`src/verilog/tcdm_probe_pkg.sv`:
```
/* widths, register indexes, burst length and FSM state shared by the TCDM probe RTL
   modules import what they need with a wildcard import in their body */
`default_nettype none

package tcdm_probe_pkg;

  // bus widths
  localparam int unsigned ADDR_W  = 20;  // tcdm byte address
  localparam int unsigned DATA_W  = 32;  // tcdm and apb data
  localparam int unsigned PADDR_W = 7;   // apb word index

  // burst geometry
  localparam int unsigned BURST_LEN = 64;                    // beats per burst
  localparam int unsigned CNT_W     = $clog2(BURST_LEN) + 1;  // msb flags the last beat

  // event lines
  localparam int unsigned SW_EVT_W = 14;            // software events, bits 15:2
  localparam int unsigned EVT_W    = SW_EVT_W + 2;  // plus fill and sum completion

  // register map, word indexes
  localparam logic [PADDR_W-1:0] REG_START_FILL = 7'h0;  // wr: fill base + start
  localparam logic [PADDR_W-1:0] REG_START_SUM  = 7'h1;  // wr: sum base + start
  localparam logic [PADDR_W-1:0] REG_DONE_FILL  = 7'h4;  // rd: fill done flag
  localparam logic [PADDR_W-1:0] REG_DONE_SUM   = 7'h5;  // rd: sum done flag
  localparam logic [PADDR_W-1:0] REG_ACCUM      = 7'hE;  // rd/wr: accumulator
  localparam logic [PADDR_W-1:0] REG_SW_EVENT   = 7'hF;  // rd/wr: sw events

  // request FSM shared by both masters
  typedef enum logic [1:0] {
    IDLE,
    WAIT_GNT,
    WAIT_RVALID
  } tcdm_state_e;

endpackage

`default_nettype wire

```
`src/verilog/tcdm_fill_master.sv`:
```
/* write-burst engine on TCDM port 0, stores word k at base + 4*k
   started by a one-cycle pulse from the register file, reports done and a completion event */
`timescale 1ns/1ps
`default_nettype none

module tcdm_fill_master (
  input  logic                              clk_i,
  input  logic                              rst_ni,
  input  logic                              start_i,
  input  logic [tcdm_probe_pkg::ADDR_W-1:0] base_i,
  input  logic                              gnt_i,
  input  logic                              rvalid_i,
  output logic                              req_o,
  output logic [tcdm_probe_pkg::ADDR_W-1:0] addr_o,
  output logic [tcdm_probe_pkg::DATA_W-1:0] wdata_o,
  output logic                              done_o,
  output logic                              event_o
);
  import tcdm_probe_pkg::*;

  tcdm_state_e      state_d, state_q;
  logic [CNT_W-1:0] cnt_q;
  logic [CNT_W-1:0] cnt_inc;
  logic             cnt_en;
  logic             done_d, done_q;
  logic             last_beat;

  assign cnt_inc   = cnt_q + 1'b1;
  assign last_beat = cnt_q[CNT_W-1];  // set once all beats were granted

  assign addr_o  = base_i + ADDR_W'({cnt_q, 2'b00});
  assign wdata_o = DATA_W'(cnt_q);  // msb is clear while req is up
  assign done_o  = done_q;

  always_comb begin
    state_d = state_q;
    req_o   = 1'b0;
    cnt_en  = 1'b0;
    done_d  = 1'b0;
    event_o = 1'b0;
    unique case (state_q)
      IDLE: begin
        done_d = 1'b1;
        if (start_i) begin
          done_d  = 1'b0;
          state_d = WAIT_GNT;
        end
      end
      WAIT_GNT: begin
        req_o = 1'b1;
        if (gnt_i) begin
          cnt_en  = 1'b1;
          state_d = WAIT_RVALID;
        end
      end
      WAIT_RVALID: begin
        if (rvalid_i) begin
          if (last_beat) begin
            done_d  = 1'b1;
            event_o = 1'b1;
            state_d = IDLE;
          end else begin
            req_o = 1'b1;  // next beat issued in the same cycle
            if (gnt_i) cnt_en = 1'b1;
            else state_d = WAIT_GNT;
          end
        end
      end
      default: state_d = IDLE;
    endcase
  end

  always_ff @(posedge clk_i or negedge rst_ni) begin
    if (!rst_ni) begin
      state_q <= IDLE;
      cnt_q   <= '0;
      done_q  <= 1'b1;
    end else begin
      state_q <= state_d;
      done_q  <= done_d;
      if (cnt_en) cnt_q <= cnt_inc;
      else if (done_d) cnt_q[CNT_W-1] <= 1'b0;  // low bits already wrapped to zero
    end
  end

  // an ungranted request keeps its beat until the grant arrives
  a_req_stable : assert property (@(posedge clk_i) disable iff (!rst_ni)
    req_o && !gnt_i |=> req_o && $stable(addr_o) && $stable(wdata_o));

endmodule

`default_nettype wire

```
`src/verilog/tcdm_sum_master.sv`:
```
/* read-burst engine on TCDM port 1, adds every returned word into a 32-bit accumulator
   the accumulator can be loaded from APB, which wins over a returning beat */
`timescale 1ns/1ps
`default_nettype none

module tcdm_sum_master (
  input  logic                              clk_i,
  input  logic                              rst_ni,
  input  logic                              start_i,
  input  logic [tcdm_probe_pkg::ADDR_W-1:0] base_i,
  input  logic                              gnt_i,
  input  logic                              rvalid_i,
  input  logic [tcdm_probe_pkg::DATA_W-1:0] rdata_i,
  input  logic                              accum_load_i,
  input  logic [tcdm_probe_pkg::DATA_W-1:0] accum_wdata_i,
  output logic                              req_o,
  output logic [tcdm_probe_pkg::ADDR_W-1:0] addr_o,
  output logic                              done_o,
  output logic                              event_o,
  output logic [tcdm_probe_pkg::DATA_W-1:0] accum_o
);
  import tcdm_probe_pkg::*;

  tcdm_state_e       state_d, state_q;
  logic [CNT_W-1:0]  cnt_q;
  logic [CNT_W-1:0]  cnt_inc;
  logic              cnt_en;
  logic              done_d, done_q;
  logic              last_beat;
  logic              acc_add;
  logic [DATA_W-1:0] accum_q;

  assign cnt_inc   = cnt_q + 1'b1;
  assign last_beat = cnt_q[CNT_W-1];

  assign addr_o  = base_i + ADDR_W'({cnt_q, 2'b00});
  assign done_o  = done_q;
  assign accum_o = accum_q;

  always_comb begin
    state_d = state_q;
    req_o   = 1'b0;
    cnt_en  = 1'b0;
    done_d  = 1'b0;
    event_o = 1'b0;
    acc_add = 1'b0;
    unique case (state_q)
      IDLE: begin
        done_d = 1'b1;
        if (start_i) begin
          done_d  = 1'b0;
          state_d = WAIT_GNT;
        end
      end
      WAIT_GNT: begin
        req_o = 1'b1;
        if (gnt_i) begin
          cnt_en  = 1'b1;
          state_d = WAIT_RVALID;
        end
      end
      WAIT_RVALID: begin
        if (rvalid_i) begin
          acc_add = 1'b1;  // every returned word counts
          if (last_beat) begin
            done_d  = 1'b1;
            event_o = 1'b1;
            state_d = IDLE;
          end else begin
            req_o = 1'b1;
            if (gnt_i) cnt_en = 1'b1;
            else state_d = WAIT_GNT;
          end
        end
      end
      default: state_d = IDLE;
    endcase
  end

  always_ff @(posedge clk_i or negedge rst_ni) begin
    if (!rst_ni) begin
      state_q <= IDLE;
      cnt_q   <= '0;
      done_q  <= 1'b1;
      accum_q <= '0;
    end else begin
      state_q <= state_d;
      done_q  <= done_d;
      if (cnt_en) cnt_q <= cnt_inc;
      else if (done_d) cnt_q[CNT_W-1] <= 1'b0;
      if (accum_load_i) accum_q <= accum_wdata_i;  // apb write takes priority
      else if (acc_add) accum_q <= accum_q + rdata_i;
    end
  end

  // completion fires on the final response, after exactly one burst of grants
  a_event_end : assert property (@(posedge clk_i) disable iff (!rst_ni)
    event_o |-> (state_q == WAIT_RVALID) && rvalid_i && (cnt_q == CNT_W'(BURST_LEN)));

endmodule

`default_nettype wire

```
`src/verilog/apb_ctrl_regs.sv`:
```
/* APB register file of the TCDM probe: start pulses, base and event registers, read-back
   writes land on the psel/penable/pwrite edge, reads are combinational with no wait state */
`timescale 1ns/1ps
`default_nettype none

module apb_ctrl_regs (
  input  logic                                clk_i,
  input  logic                                rst_ni,
  // apb slave
  input  logic                                psel_i,
  input  logic                                penable_i,
  input  logic                                pwrite_i,
  input  logic [tcdm_probe_pkg::PADDR_W-1:0]  paddr_i,
  input  logic [tcdm_probe_pkg::DATA_W-1:0]   pwdata_i,
  output logic [tcdm_probe_pkg::DATA_W-1:0]   prdata_o,
  // fill master
  output logic                                fill_start_o,
  output logic [tcdm_probe_pkg::ADDR_W-1:0]   fill_base_o,
  input  logic                                fill_done_i,
  // sum master
  output logic                                sum_start_o,
  output logic [tcdm_probe_pkg::ADDR_W-1:0]   sum_base_o,
  input  logic                                sum_done_i,
  // accumulator of the sum master
  output logic                                accum_load_o,
  output logic [tcdm_probe_pkg::DATA_W-1:0]   accum_wdata_o,
  input  logic [tcdm_probe_pkg::DATA_W-1:0]   accum_i,
  output logic [tcdm_probe_pkg::SW_EVT_W-1:0] sw_event_o
);
  import tcdm_probe_pkg::*;

  logic                apb_wr, apb_rd;
  logic                is_start_fill, is_start_sum;
  logic                is_done_fill, is_done_sum;
  logic                is_accum, is_sw_event;
  logic [ADDR_W-1:0]   fill_base_q, sum_base_q;
  logic [SW_EVT_W-1:0] sw_event_q;

  assign apb_wr = psel_i & penable_i & pwrite_i;
  assign apb_rd = psel_i & penable_i & ~pwrite_i;

  // address decode
  assign is_start_fill = (paddr_i == REG_START_FILL);
  assign is_start_sum  = (paddr_i == REG_START_SUM);
  assign is_done_fill  = (paddr_i == REG_DONE_FILL);
  assign is_done_sum   = (paddr_i == REG_DONE_SUM);
  assign is_accum      = (paddr_i == REG_ACCUM);
  assign is_sw_event   = (paddr_i == REG_SW_EVENT);

  // a master only acts on the pulse when idle
  assign fill_start_o = apb_wr & is_start_fill;
  assign sum_start_o  = apb_wr & is_start_sum;

  assign accum_load_o  = apb_wr & is_accum;
  assign accum_wdata_o = pwdata_i;

  assign fill_base_o = fill_base_q;
  assign sum_base_o  = sum_base_q;
  assign sw_event_o  = sw_event_q;

  always_ff @(posedge clk_i or negedge rst_ni) begin
    if (!rst_ni) begin
      fill_base_q <= '0;
      sum_base_q  <= '0;
      sw_event_q  <= '0;
    end else begin
      // bases follow every start write, even during a burst
      if (fill_start_o) fill_base_q <= pwdata_i[ADDR_W-1:0];
      if (sum_start_o) sum_base_q <= pwdata_i[ADDR_W-1:0];
      if (apb_wr && is_sw_event) sw_event_q <= pwdata_i[SW_EVT_W+1:2];
    end
  end

  // read-back mux, zero outside a read access and on unmapped indexes
  always_comb begin
    prdata_o = '0;
    if (apb_rd) begin
      if (is_done_fill) begin
        prdata_o = {{(DATA_W-1){1'b0}}, fill_done_i};
      end else if (is_done_sum) begin
        prdata_o = {{(DATA_W-1){1'b0}}, sum_done_i};
      end else if (is_accum) begin
        prdata_o = accum_i;
      end else if (is_sw_event) begin
        prdata_o = DATA_W'({sw_event_q, 2'b00});  // back in bits 15:2
      end
    end
  end

  // a write access has a single ACCESS cycle, so a start pulse lasts one cycle
  a_start_pulse : assert property (@(posedge clk_i) disable iff (!rst_ni)
    (fill_start_o || sum_start_o) |=> !(fill_start_o || sum_start_o));

endmodule

`default_nettype wire

```
`src/verilog/tcdm_probe_top.sv`:
```
/* top level of the TCDM probe, APB register port driving a fill and a sum master
   fill runs on TCDM port 0 (write only), sum on TCDM port 1 (read only) */
`timescale 1ns/1ps
`default_nettype none

module tcdm_probe_top (
  input  logic                               clk_i,
  input  logic                               rst_ni,
  // apb
  input  logic                               apb_psel_i,
  input  logic                               apb_penable_i,
  input  logic                               apb_pwrite_i,
  input  logic [tcdm_probe_pkg::PADDR_W-1:0] apb_paddr_i,
  input  logic [tcdm_probe_pkg::DATA_W-1:0]  apb_pwdata_i,
  output logic [tcdm_probe_pkg::DATA_W-1:0]  apb_prdata_o,
  // tcdm port 0, writes
  output logic                               tcdm0_req_o,
  output logic [tcdm_probe_pkg::ADDR_W-1:0]  tcdm0_addr_o,
  output logic [tcdm_probe_pkg::DATA_W-1:0]  tcdm0_wdata_o,
  input  logic                               tcdm0_gnt_i,
  input  logic                               tcdm0_rvalid_i,
  // tcdm port 1, reads
  output logic                               tcdm1_req_o,
  output logic [tcdm_probe_pkg::ADDR_W-1:0]  tcdm1_addr_o,
  input  logic                               tcdm1_gnt_i,
  input  logic                               tcdm1_rvalid_i,
  input  logic [tcdm_probe_pkg::DATA_W-1:0]  tcdm1_rdata_i,
  output logic [tcdm_probe_pkg::EVT_W-1:0]   events_o
);
  import tcdm_probe_pkg::*;

  logic                fill_start, sum_start;
  logic [ADDR_W-1:0]   fill_base, sum_base;
  logic                fill_done, sum_done;
  logic                fill_event, sum_event;
  logic                accum_load;
  logic [DATA_W-1:0]   accum_wdata, accum;
  logic [SW_EVT_W-1:0] sw_event;

  assign events_o = {sw_event, sum_event, fill_event};  // sw events sit in bits 15:2

  apb_ctrl_regs i_regs (
    .clk_i, .rst_ni,
    .psel_i        (apb_psel_i),
    .penable_i     (apb_penable_i),
    .pwrite_i      (apb_pwrite_i),
    .paddr_i       (apb_paddr_i),
    .pwdata_i      (apb_pwdata_i),
    .prdata_o      (apb_prdata_o),
    .fill_start_o  (fill_start),
    .fill_base_o   (fill_base),
    .fill_done_i   (fill_done),
    .sum_start_o   (sum_start),
    .sum_base_o    (sum_base),
    .sum_done_i    (sum_done),
    .accum_load_o  (accum_load),
    .accum_wdata_o (accum_wdata),
    .accum_i       (accum),
    .sw_event_o    (sw_event)
  );

  tcdm_fill_master i_fill (
    .clk_i, .rst_ni,
    .start_i  (fill_start),
    .base_i   (fill_base),
    .gnt_i    (tcdm0_gnt_i),
    .rvalid_i (tcdm0_rvalid_i),
    .req_o    (tcdm0_req_o),
    .addr_o   (tcdm0_addr_o),
    .wdata_o  (tcdm0_wdata_o),
    .done_o   (fill_done),
    .event_o  (fill_event)
  );

  tcdm_sum_master i_sum (
    .clk_i, .rst_ni,
    .start_i       (sum_start),
    .base_i        (sum_base),
    .gnt_i         (tcdm1_gnt_i),
    .rvalid_i      (tcdm1_rvalid_i),
    .rdata_i       (tcdm1_rdata_i),
    .accum_load_i  (accum_load),
    .accum_wdata_i (accum_wdata),
    .req_o         (tcdm1_req_o),
    .addr_o        (tcdm1_addr_o),
    .done_o        (sum_done),
    .event_o       (sum_event),
    .accum_o       (accum)
  );

endmodule

`default_nettype wire

```
`config.mk`:
```
export PLATFORM = sky130hd
export DESIGN_NAME = tcdm_probe_top
export DESIGN_NICKNAME = d
export VERILOG_FILES = /design/src/verilog/tcdm_probe_pkg.sv /design/src/verilog/tcdm_fill_master.sv /design/src/verilog/tcdm_sum_master.sv /design/src/verilog/apb_ctrl_regs.sv /design/src/verilog/tcdm_probe_top.sv
export SDC_FILE = /design/constraint.sdc
export NUM_CORES = 1
export LEC_CHECK = 0
export BUFFER_PORTS_ARGS = -buffer_cell sky130_fd_sc_hd__buf_2
export CAP_MARGIN = 20
export CORE_UTILIZATION = 45
export DETAILED_ROUTE_END_ITERATION = 7
export PLACE_DENSITY_LB_ADDON = 0.12
export RECOVER_POWER = 50
export REMOVE_ABC_BUFFERS = 1
export SLEW_MARGIN = 10
export SYNTH_ARGS = -nofsm -noshare
export SYNTH_HDL_FRONTEND = slang
export SYNTH_SLANG_ARGS = --single-unit
export TNS_END_PERCENT = 5
```
`constraint.sdc`:
```
create_clock -name clk_i -period 3.8 [get_ports clk_i]
set_input_delay 0.19 -clock clk_i [delete_from_list [all_inputs] [get_ports clk_i]]
set_output_delay 0.19 -clock clk_i [all_outputs]
set_load 0.005 [all_outputs]
```
==> results.json, run 1 <==
{
  "status": "finished, violations left",
  "violations": "capacitance limit, slew limit",
  "clock_path_buffers": 2,
  "post_cts_buffers": 0,
  "hp-class": "input port to flop",
  "finalHoldViolCount": 0,
  "sw_frac_of_total_pct": 35.3,
  "pwr_density_cell_nw_per_um2": 426,
  "vias_per_cell": 5.24,
  "ys_seq_area_share_pct": 35.2,
  "crit_type": "flop to output port",
  "postLayoutCellArea_sq_um": 8800,
  "cts_made_buffers": 9,
  "multi_input_area_sq_um": 4520,
  "grt_overflow": 0,
  "cts.sinks": 106,
  "vias": 6509,
  "yosysWarningCount": 0,
  "synth_top_family_by_area": "simple AND/OR/NAND/NOR gates",
  "synthFlopType": "dfrtp_1",
  "antenna_found_initial": 0,
  "nets": 1161,
  "wl_per_cell_um": 16.0,
  "postPlaceCellArea_sq_um": 8500,
  "max_freq_ghz": 0.316,
  "root_buffer": "clkbuf_16",
  "dieArea_sq_um": 17300,
  "firstDrtPassIters": 4,
  "synth-xor-area-share_pct": 7.54,
  "drive_gt1_share_pct": 22.7,
  "fin_cells": 1242,
  "finalCriticalPeriod_ns": 3.16,
  "ys_ff_latch": 106,
  "path_clk_slew_ns": 0.07,
  "final_common_cell": "buf_2",
  "p_int_mw": 2.42,
  "core_region_area_sq_um": 16100,
  "clk_latency_ns": 0.35,
  "avgSynthCellArea_sq_um": 8.74,
  "start_util_pct": 46.8,
  "async_reset_ff_share_pct": 100,
  "io_buffers": 176,
  "p_leak_nw": 4.68,
  "hpwl_um": 15000,
  "finalSetupViolCount": 0,
  "slew_headroom_pct": -14.7,
  "regArea_sq_um": 2660,
  "grt_max_degree": 67,
  "final_cell_mix": "buf_2, nand2_1, dfrtp_1",
  "yosys.area_share.adder_pct": 10.2,
  "antenna_cells": 0,
  "critPathArrivalTime_ns": 2.97,
  "die_width_um": 132,
  "reg2regPathDepth": 11,
  "p_sw_mw": 1.32,
  "synth_edf_count": 0,
  "syn-cell-area_sq_um": 7550,
  "cts.htree.levels": 3,
  "required_ns": 3.61,
  "vdd_ir_drop_max_v": 0.000228,
  "drv_cap": 1,
  "crit_path_end_kind": "output port",
  "muxShareOfSynthArea_pct": 7.73,
  "rsz0062_at_grt": "false",
  "syn_inst": 864,
  "fin_skew_ns": 0.00736,
  "cp_max_fo": 5,
  "grt.total_usage_pct": 23.6,
  "p_seq_share_pct": 37.4,
  "timing.setup.tns_ns": 0,
  "dr.first_iter.drc_count": 315,
  "num_rows": 46,
  "maxSlewViolCount": 67,
  "cp-start-kind": "flop",
  "synth-simple-area-share_pct": 18.3,
  "fin_crit_sh_pct": 83.2,
  "dp.cells": 1225,
  "post_synth_num_cell_types": 58,
  "die_h_um": 132,
  "pwr-share-clk_pct": 27.0,
  "ios": 202,
  "fillCellCount": 1584,
  "grt_pass1_vias": 6228,
  "drtAntennaViolNets": 0,
  "gp_congestion": 0.862,
  "grt_pass1_wl_um": 32400,
  "syn_to_final_growth_pct": 16.6,
  "cts_tree": "built",
  "hold_depth": 3,
  "tightest_slew_ns": 1.72,
  "pwr-share-comb_pct": 35.6,
  "routed_wl_um": 19800,
  "synth-compound-area-share_pct": 14.7,
  "drt_drc_violations_left": 0
}
==> Yosys cell counts (3+ instances only) <==
cell	instances	area, sq um
a21o_1	19	143
nor2_1	79	297
clkbuf_1	30	113
xor2_1	23	201
mux2_2	34	383
o21ai_0	39	195
or3_1	6	37.5
and3_1	10	62.6
buf_4	32	240
and2_1	22	138
o21ai_1	3	15.0
fa_1	3	60.1
mux2i_1	20	200
nand4_1	12	75.1
o21bai_1	11	82.6
a21oi_1	73	365
a31oi_1	14	87.6
and4_1	3	26.3
or2_2	4	25.0
nand3b_1	3	22.5
ha_1	57	713
nand3_1	12	60.1
nor3b_1	5	37.5
nand2b_1	5	31.3
nand2_1	130	488
inv_1	27	101
xnor2_1	42	368
dfrtp_1	104	2600
==> final timing paths <==
kind | end | slack (ns) | from
min reg2reg | i_regs.sum_base_o[8]$_DFFE_PN0P_ | 0.48 | i_regs.sum_base_o[8]$_DFFE_PN0P_
max in group asynchronous | i_regs.fill_base_o[1]$_DFFE_PN0P_ | 1.09 | rst_ni
min in group asynchronous | i_sum.accum_o[20]$_DFFE_PN0P_ | 0.81 | rst_ni
max reg2reg | i_sum.accum_o[17]$_DFFE_PN0P_ | 0.74 | i_sum.accum_o[4]$_DFFE_PN0P_
max | tcdm0_addr_o[12] | 0.64 | i_fill.cnt_q[0]$_DFFE_PN0P_
min | i_sum.accum_o[21]$_DFFE_PN0P_ | 0.05 | apb_pwdata_i[21]
==> stage by stage <==
stage / hold slack (ns) / setup slack, ns / util (%) / power [mW]
finish: 0.0456 / 0.637 / 54.6 / 3.75
global route: 0.0753 / 0.352 / 54.6 / 4.02
CTS: 0.0409 / 0.639 / 54.8 / 3.77
detailed placement: 0.361 / 0.845 / 52.8 / 2.74
global placement: 0.367 / 0.872 / 52.8 / 2.73
floorplan: -0.106 / 1.18 / - / 2.39
==> what timing repair did <==
item / CTS / global route
endpoints found under the setup margin: 0 / 0
endpoints found under the hold margin: 29 / 0
hold buffers: 1 / 0
gates resized for setup: 0 / 0
==> cell families (layout without fill, tap and decap cells) <==
kind of cell / after synthesis / in the layout
buf+inv: 92 / 230
compound gates: 184 / 184
simple gates: 302 / 302
xor+xnor: 65 / 65
flops: 106 / 106
fa+ha+maj: 60 / 60
other cells: 1 / 25
mux: 54 / 54
==> registers in the layout, indices dropped and copies added, names as in the netlist <==
signal              flops
i_fill.state_q          2
i_sum.state_q           2
i_sum.accum_o          32
i_regs.sw_event_o      14
i_sum.cnt_q             7
i_fill.done_o           1
i_sum.done_o            1
i_fill.cnt_q            7
i_regs.sum_base_o      20
i_regs.fill_base_o     20
==> power by group through the flow <==
stage               clock network [mW]  registers, mW  logic [mW]
finish                            1.01           1.40        1.34
global route                      1.09           1.42        1.51
CTS                               1.04           1.40        1.33
detailed placement                   0           1.42        1.32
global placement                     0           1.42        1.31
floorplan                            0           1.38        1.01
==> routing by layer <==
| metal | GRT usage, % | up-vias | share of wire [%] |
|---|---|---|---|
| li1 | - | 3238 | - |
| met4 | 5.88 | 0 | 1.1 |
| met3 | 3.32 | 14 | 4.6 |
| met2 | 36.8 | 182 | 44 |
| met1 | 34.1 | 3075 | 50 |
| met5 | 0 | - | 0 |
==> cell type report <==
| class | instances | area share (%) |
|---|---|---|
| multi-input cells | 690 | 51.3 |
| flip-flops and latches | 106 | 30.2 |
| well taps | 216 | 3.07 |
| clock inverters | 5 | 0.754 |
| inverters | 27 | 1.15 |
| clock buffers | 11 | 2.87 |
| repair buffers | 187 | 10.6 |
==> critical path, stage by stage, from the launching register on <==
cell,delay (ns)
dfrtp_1,0.44
ha_1,0.21
inv_1,0.06
fa_1,0.41
inv_1,0.07
a21oi_1,0.07
o21bai_1,0.20
a21oi_1,0.11
o21bai_1,0.20
a21o_1,0.17
and3_1,0.26
nand2_1,0.09
xnor2_1,0.18
buf_2,0.14
No activity file was read; power rests on OpenSTA's default activity.
==> inputs of run 2 (changes only) <==
- clock period: 3.8 -> 3.2 ns (I/O delays scaled with it)
==> run 2 against run 1 <==
Net effect:
- non-clock buffer count is 7 higher
- combinational power is 19% higher
- highest routed layer unchanged
- the run now ends clean
- via count is 0.25% higher
- critical path depth stayed put
==> results.json, run 2 (synthesis gave the netlist of run 1 again) <==
{
  "status": "finished, final reports clean",
  "drive_gt1_share_pct": 24.1,
  "p_leak_nw": 4.71,
  "fin_crit_sh_pct": 95.3,
  "io_buffers": 176,
  "timing.setup.tns_ns": 0,
  "sw_frac_of_total_pct": 36.0,
  "grt_overflow": 0,
  "postPlaceCellArea_sq_um": 8530,
  "met1Wirelength_um": 9420,
  "max_freq_ghz": 0.328,
  "gp_congestion": 0.854,
  "start_util_pct": 46.8,
  "post-place-ws_ns": 0.231,
  "slowest_delay_ns": 0.42,
  "pwr_density_cell_nw_per_um2": 495,
  "highest_layer": "met4",
  "wl_met3_um": 1260,
  "cp_max_fo": 4,
  "die_width_um": 132,
  "hp-class": "input port to flop",
  "antenna_cells": 0,
  "grt_max_degree": 57,
  "regArea_sq_um": 2660,
  "finalCriticalPeriod_ns": 3.05,
  "grt_pass1_vias": 6224,
  "fin_skew_ns": 0.00672,
  "crit_path_cell_trace": "ha_1 -> inv_1 -> fa_1 -> inv_1 -> a21oi_1 -> o21bai_1 -> a21oi_1 -> o21bai_1 -> a21o_1 -> and3_2 -> nand4_1 -> xnor2_1 -> buf_2",
  "hpwl_um": 14900,
  "ios": 202,
  "drt_drc_violations_left": 0,
  "critPathSlowestCell": "dfrtp_1",
  "finalHoldViolCount": 0,
  "cts.htree.levels": 3,
  "crit_path_end_kind": "output port",
  "syn_to_final_growth_pct": 17.5,
  "final_common_cell": "buf_2",
  "drv_cap": 0,
  "cts_tree": "built",
  "wl_met2_um": 8850,
  "p_sw_mw": 1.58,
  "cp-start-kind": "flop",
  "postLayoutCellArea_sq_um": 8870,
  "tightest_slew_ns": 1.45,
  "dieArea_sq_um": 17300,
  "critical_path.top_delay_family": "compound AO/OA/AOI/OAI gates",
  "p_int_mw": 2.81,
  "routed_wl_um": 19800,
  "critPathArrivalTime_ns": 2.89,
  "maxSlewViolCount": 0,
  "core_region_area_sq_um": 16100,
  "num_rows": 46,
  "pwr-share-comb_pct": 36.5,
  "worst-path-buf-inv": 3,
  "vias": 6525,
  "multi_input_area_sq_um": 4560,
  "dr.first_iter.drc_count": 316,
  "antenna_found_initial": 0,
  "clock_path_buffers": 2,
  "finalSetupViolCount": 0,
  "p_seq_share_pct": 37.7,
  "path_clk_slew_ns": 0.08,
  "required_ns": 3.04,
  "setup_slack_ns": 0.151,
  "final_cell_mix": "buf_2, nand2_1, dfrtp_1",
  "firstDrtPassIters": 5,
  "drtAntennaViolNets": 0,
  "vias_per_cell": 5.22,
  "grt.total_usage_pct": 23.8,
  "cts.sinks": 106,
  "cts_made_buffers": 9,
  "grt_pass1_wl_um": 32600,
  "utilization_pct": 55.0,
  "rsz0062_at_grt": "true",
  "fillCellCount": 1548,
  "clk_latency_ns": 0.36,
  "fin_cells": 1249,
  "nets": 1168,
  "die_h_um": 132,
  "vdd_ir_drop_max_v": 0.000271,
  "crit_type": "flop to output port",
  "wl_per_cell_um": 15.8,
  "dp.cells": 1228,
  "pwr-share-clk_pct": 25.7,
  "root_buffer": "clkbuf_16",
  "slew_headroom_pct": 3.09,
  "largest_reg_flops": 32
}
-- run 2: changes by cell type in the layout (fill, tap and decap cells not counted), sizes merged --
cell,delta
clkinv,+1
bufinv,-1
clkbuf,+2
buf,+5
-- run 2: layer usage --
layer / vias to the layer above / GRT usage (%)
met5: - / 0
met4: 0 / 5.75
met3: 16 / 4.86
met2: 208 / 37.6
met1: 3048 / 33.2
li1: 3253 / -
-- run 2: stage by stage --
| stage | total power, mW | hold slack [ns] |
|---|---|---|
| floorplan | 2.83 | -0.136 |
| global placement | 3.24 | 0.278 |
| detailed placement | 3.25 | 0.280 |
| CTS | 4.40 | 0.00710 |
| global route | 4.72 | 0.0261 |
| finish | 4.39 | 0.0123 |
-- run 2: cell type report --
type                            instances  area share (%)
Multi-Input combinational cell        690            51.5
Sequential cell                       106            30.0
Timing Repair Buffer                  194            11.1
Tap cell                              216            3.05
Clock buffer                           11            2.85
Inverter                               27            1.14
Clock inverter                          5           0.480
-- run 2: path summary, 6_finish.rpt --
kind / start / endpoint / slack [ns] / depth (start not counted)
max: i_sum.cnt_q[0]$_DFFE_PN0P_ / tcdm1_addr_o[18] / 0.15 / 13
min in group asynchronous: rst_ni / i_sum.accum_o[19]$_DFFE_PN0P_ / 0.68 / 2
min: apb_pwdata_i[20] / i_sum.accum_o[20]$_DFFE_PN0P_ / 0.01 / 3
min reg2reg: i_regs.sum_base_o[1]$_DFFE_PN0P_ / i_regs.sum_base_o[1]$_DFFE_PN0P_ / 0.48 / 2
max in group asynchronous: rst_ni / i_fill.cnt_q[0]$_DFFE_PN0P_ / 0.90 / 3
max reg2reg: i_sum.accum_o[4]$_DFFE_PN0P_ / i_sum.accum_o[31]$_DFFE_PN0P_ / 0.25 / 11
-- run 2: timing repair --
| item | in CTS | in global routing |
|---|---|---|
| hold endpoints to repair | 52 | 0 |
| resized for setup | 0 | 13 |
| buffers inserted | 0 | 4 |
| hold buffers | 1 | 0 |
| endpoints found under the setup margin | 0 | 16 |
-- run 2: tightest hold or removal path: stages --
cell     delay (ns)
buf_2          0.08
nand2_1        0.03
o21ai_0        0.06
-- run 2: power groups by stage --
stage,Clock [mW],Sequential [mW],Combinational (mW)
2_1_floorplan,0,1.64,1.20
3_3_place_gp,0,1.68,1.56
3_5_place_dp,0,1.69,1.57
4_1_cts,1.16,1.66,1.58
5_1_grt,1.21,1.69,1.81
6_report,1.13,1.66,1.60
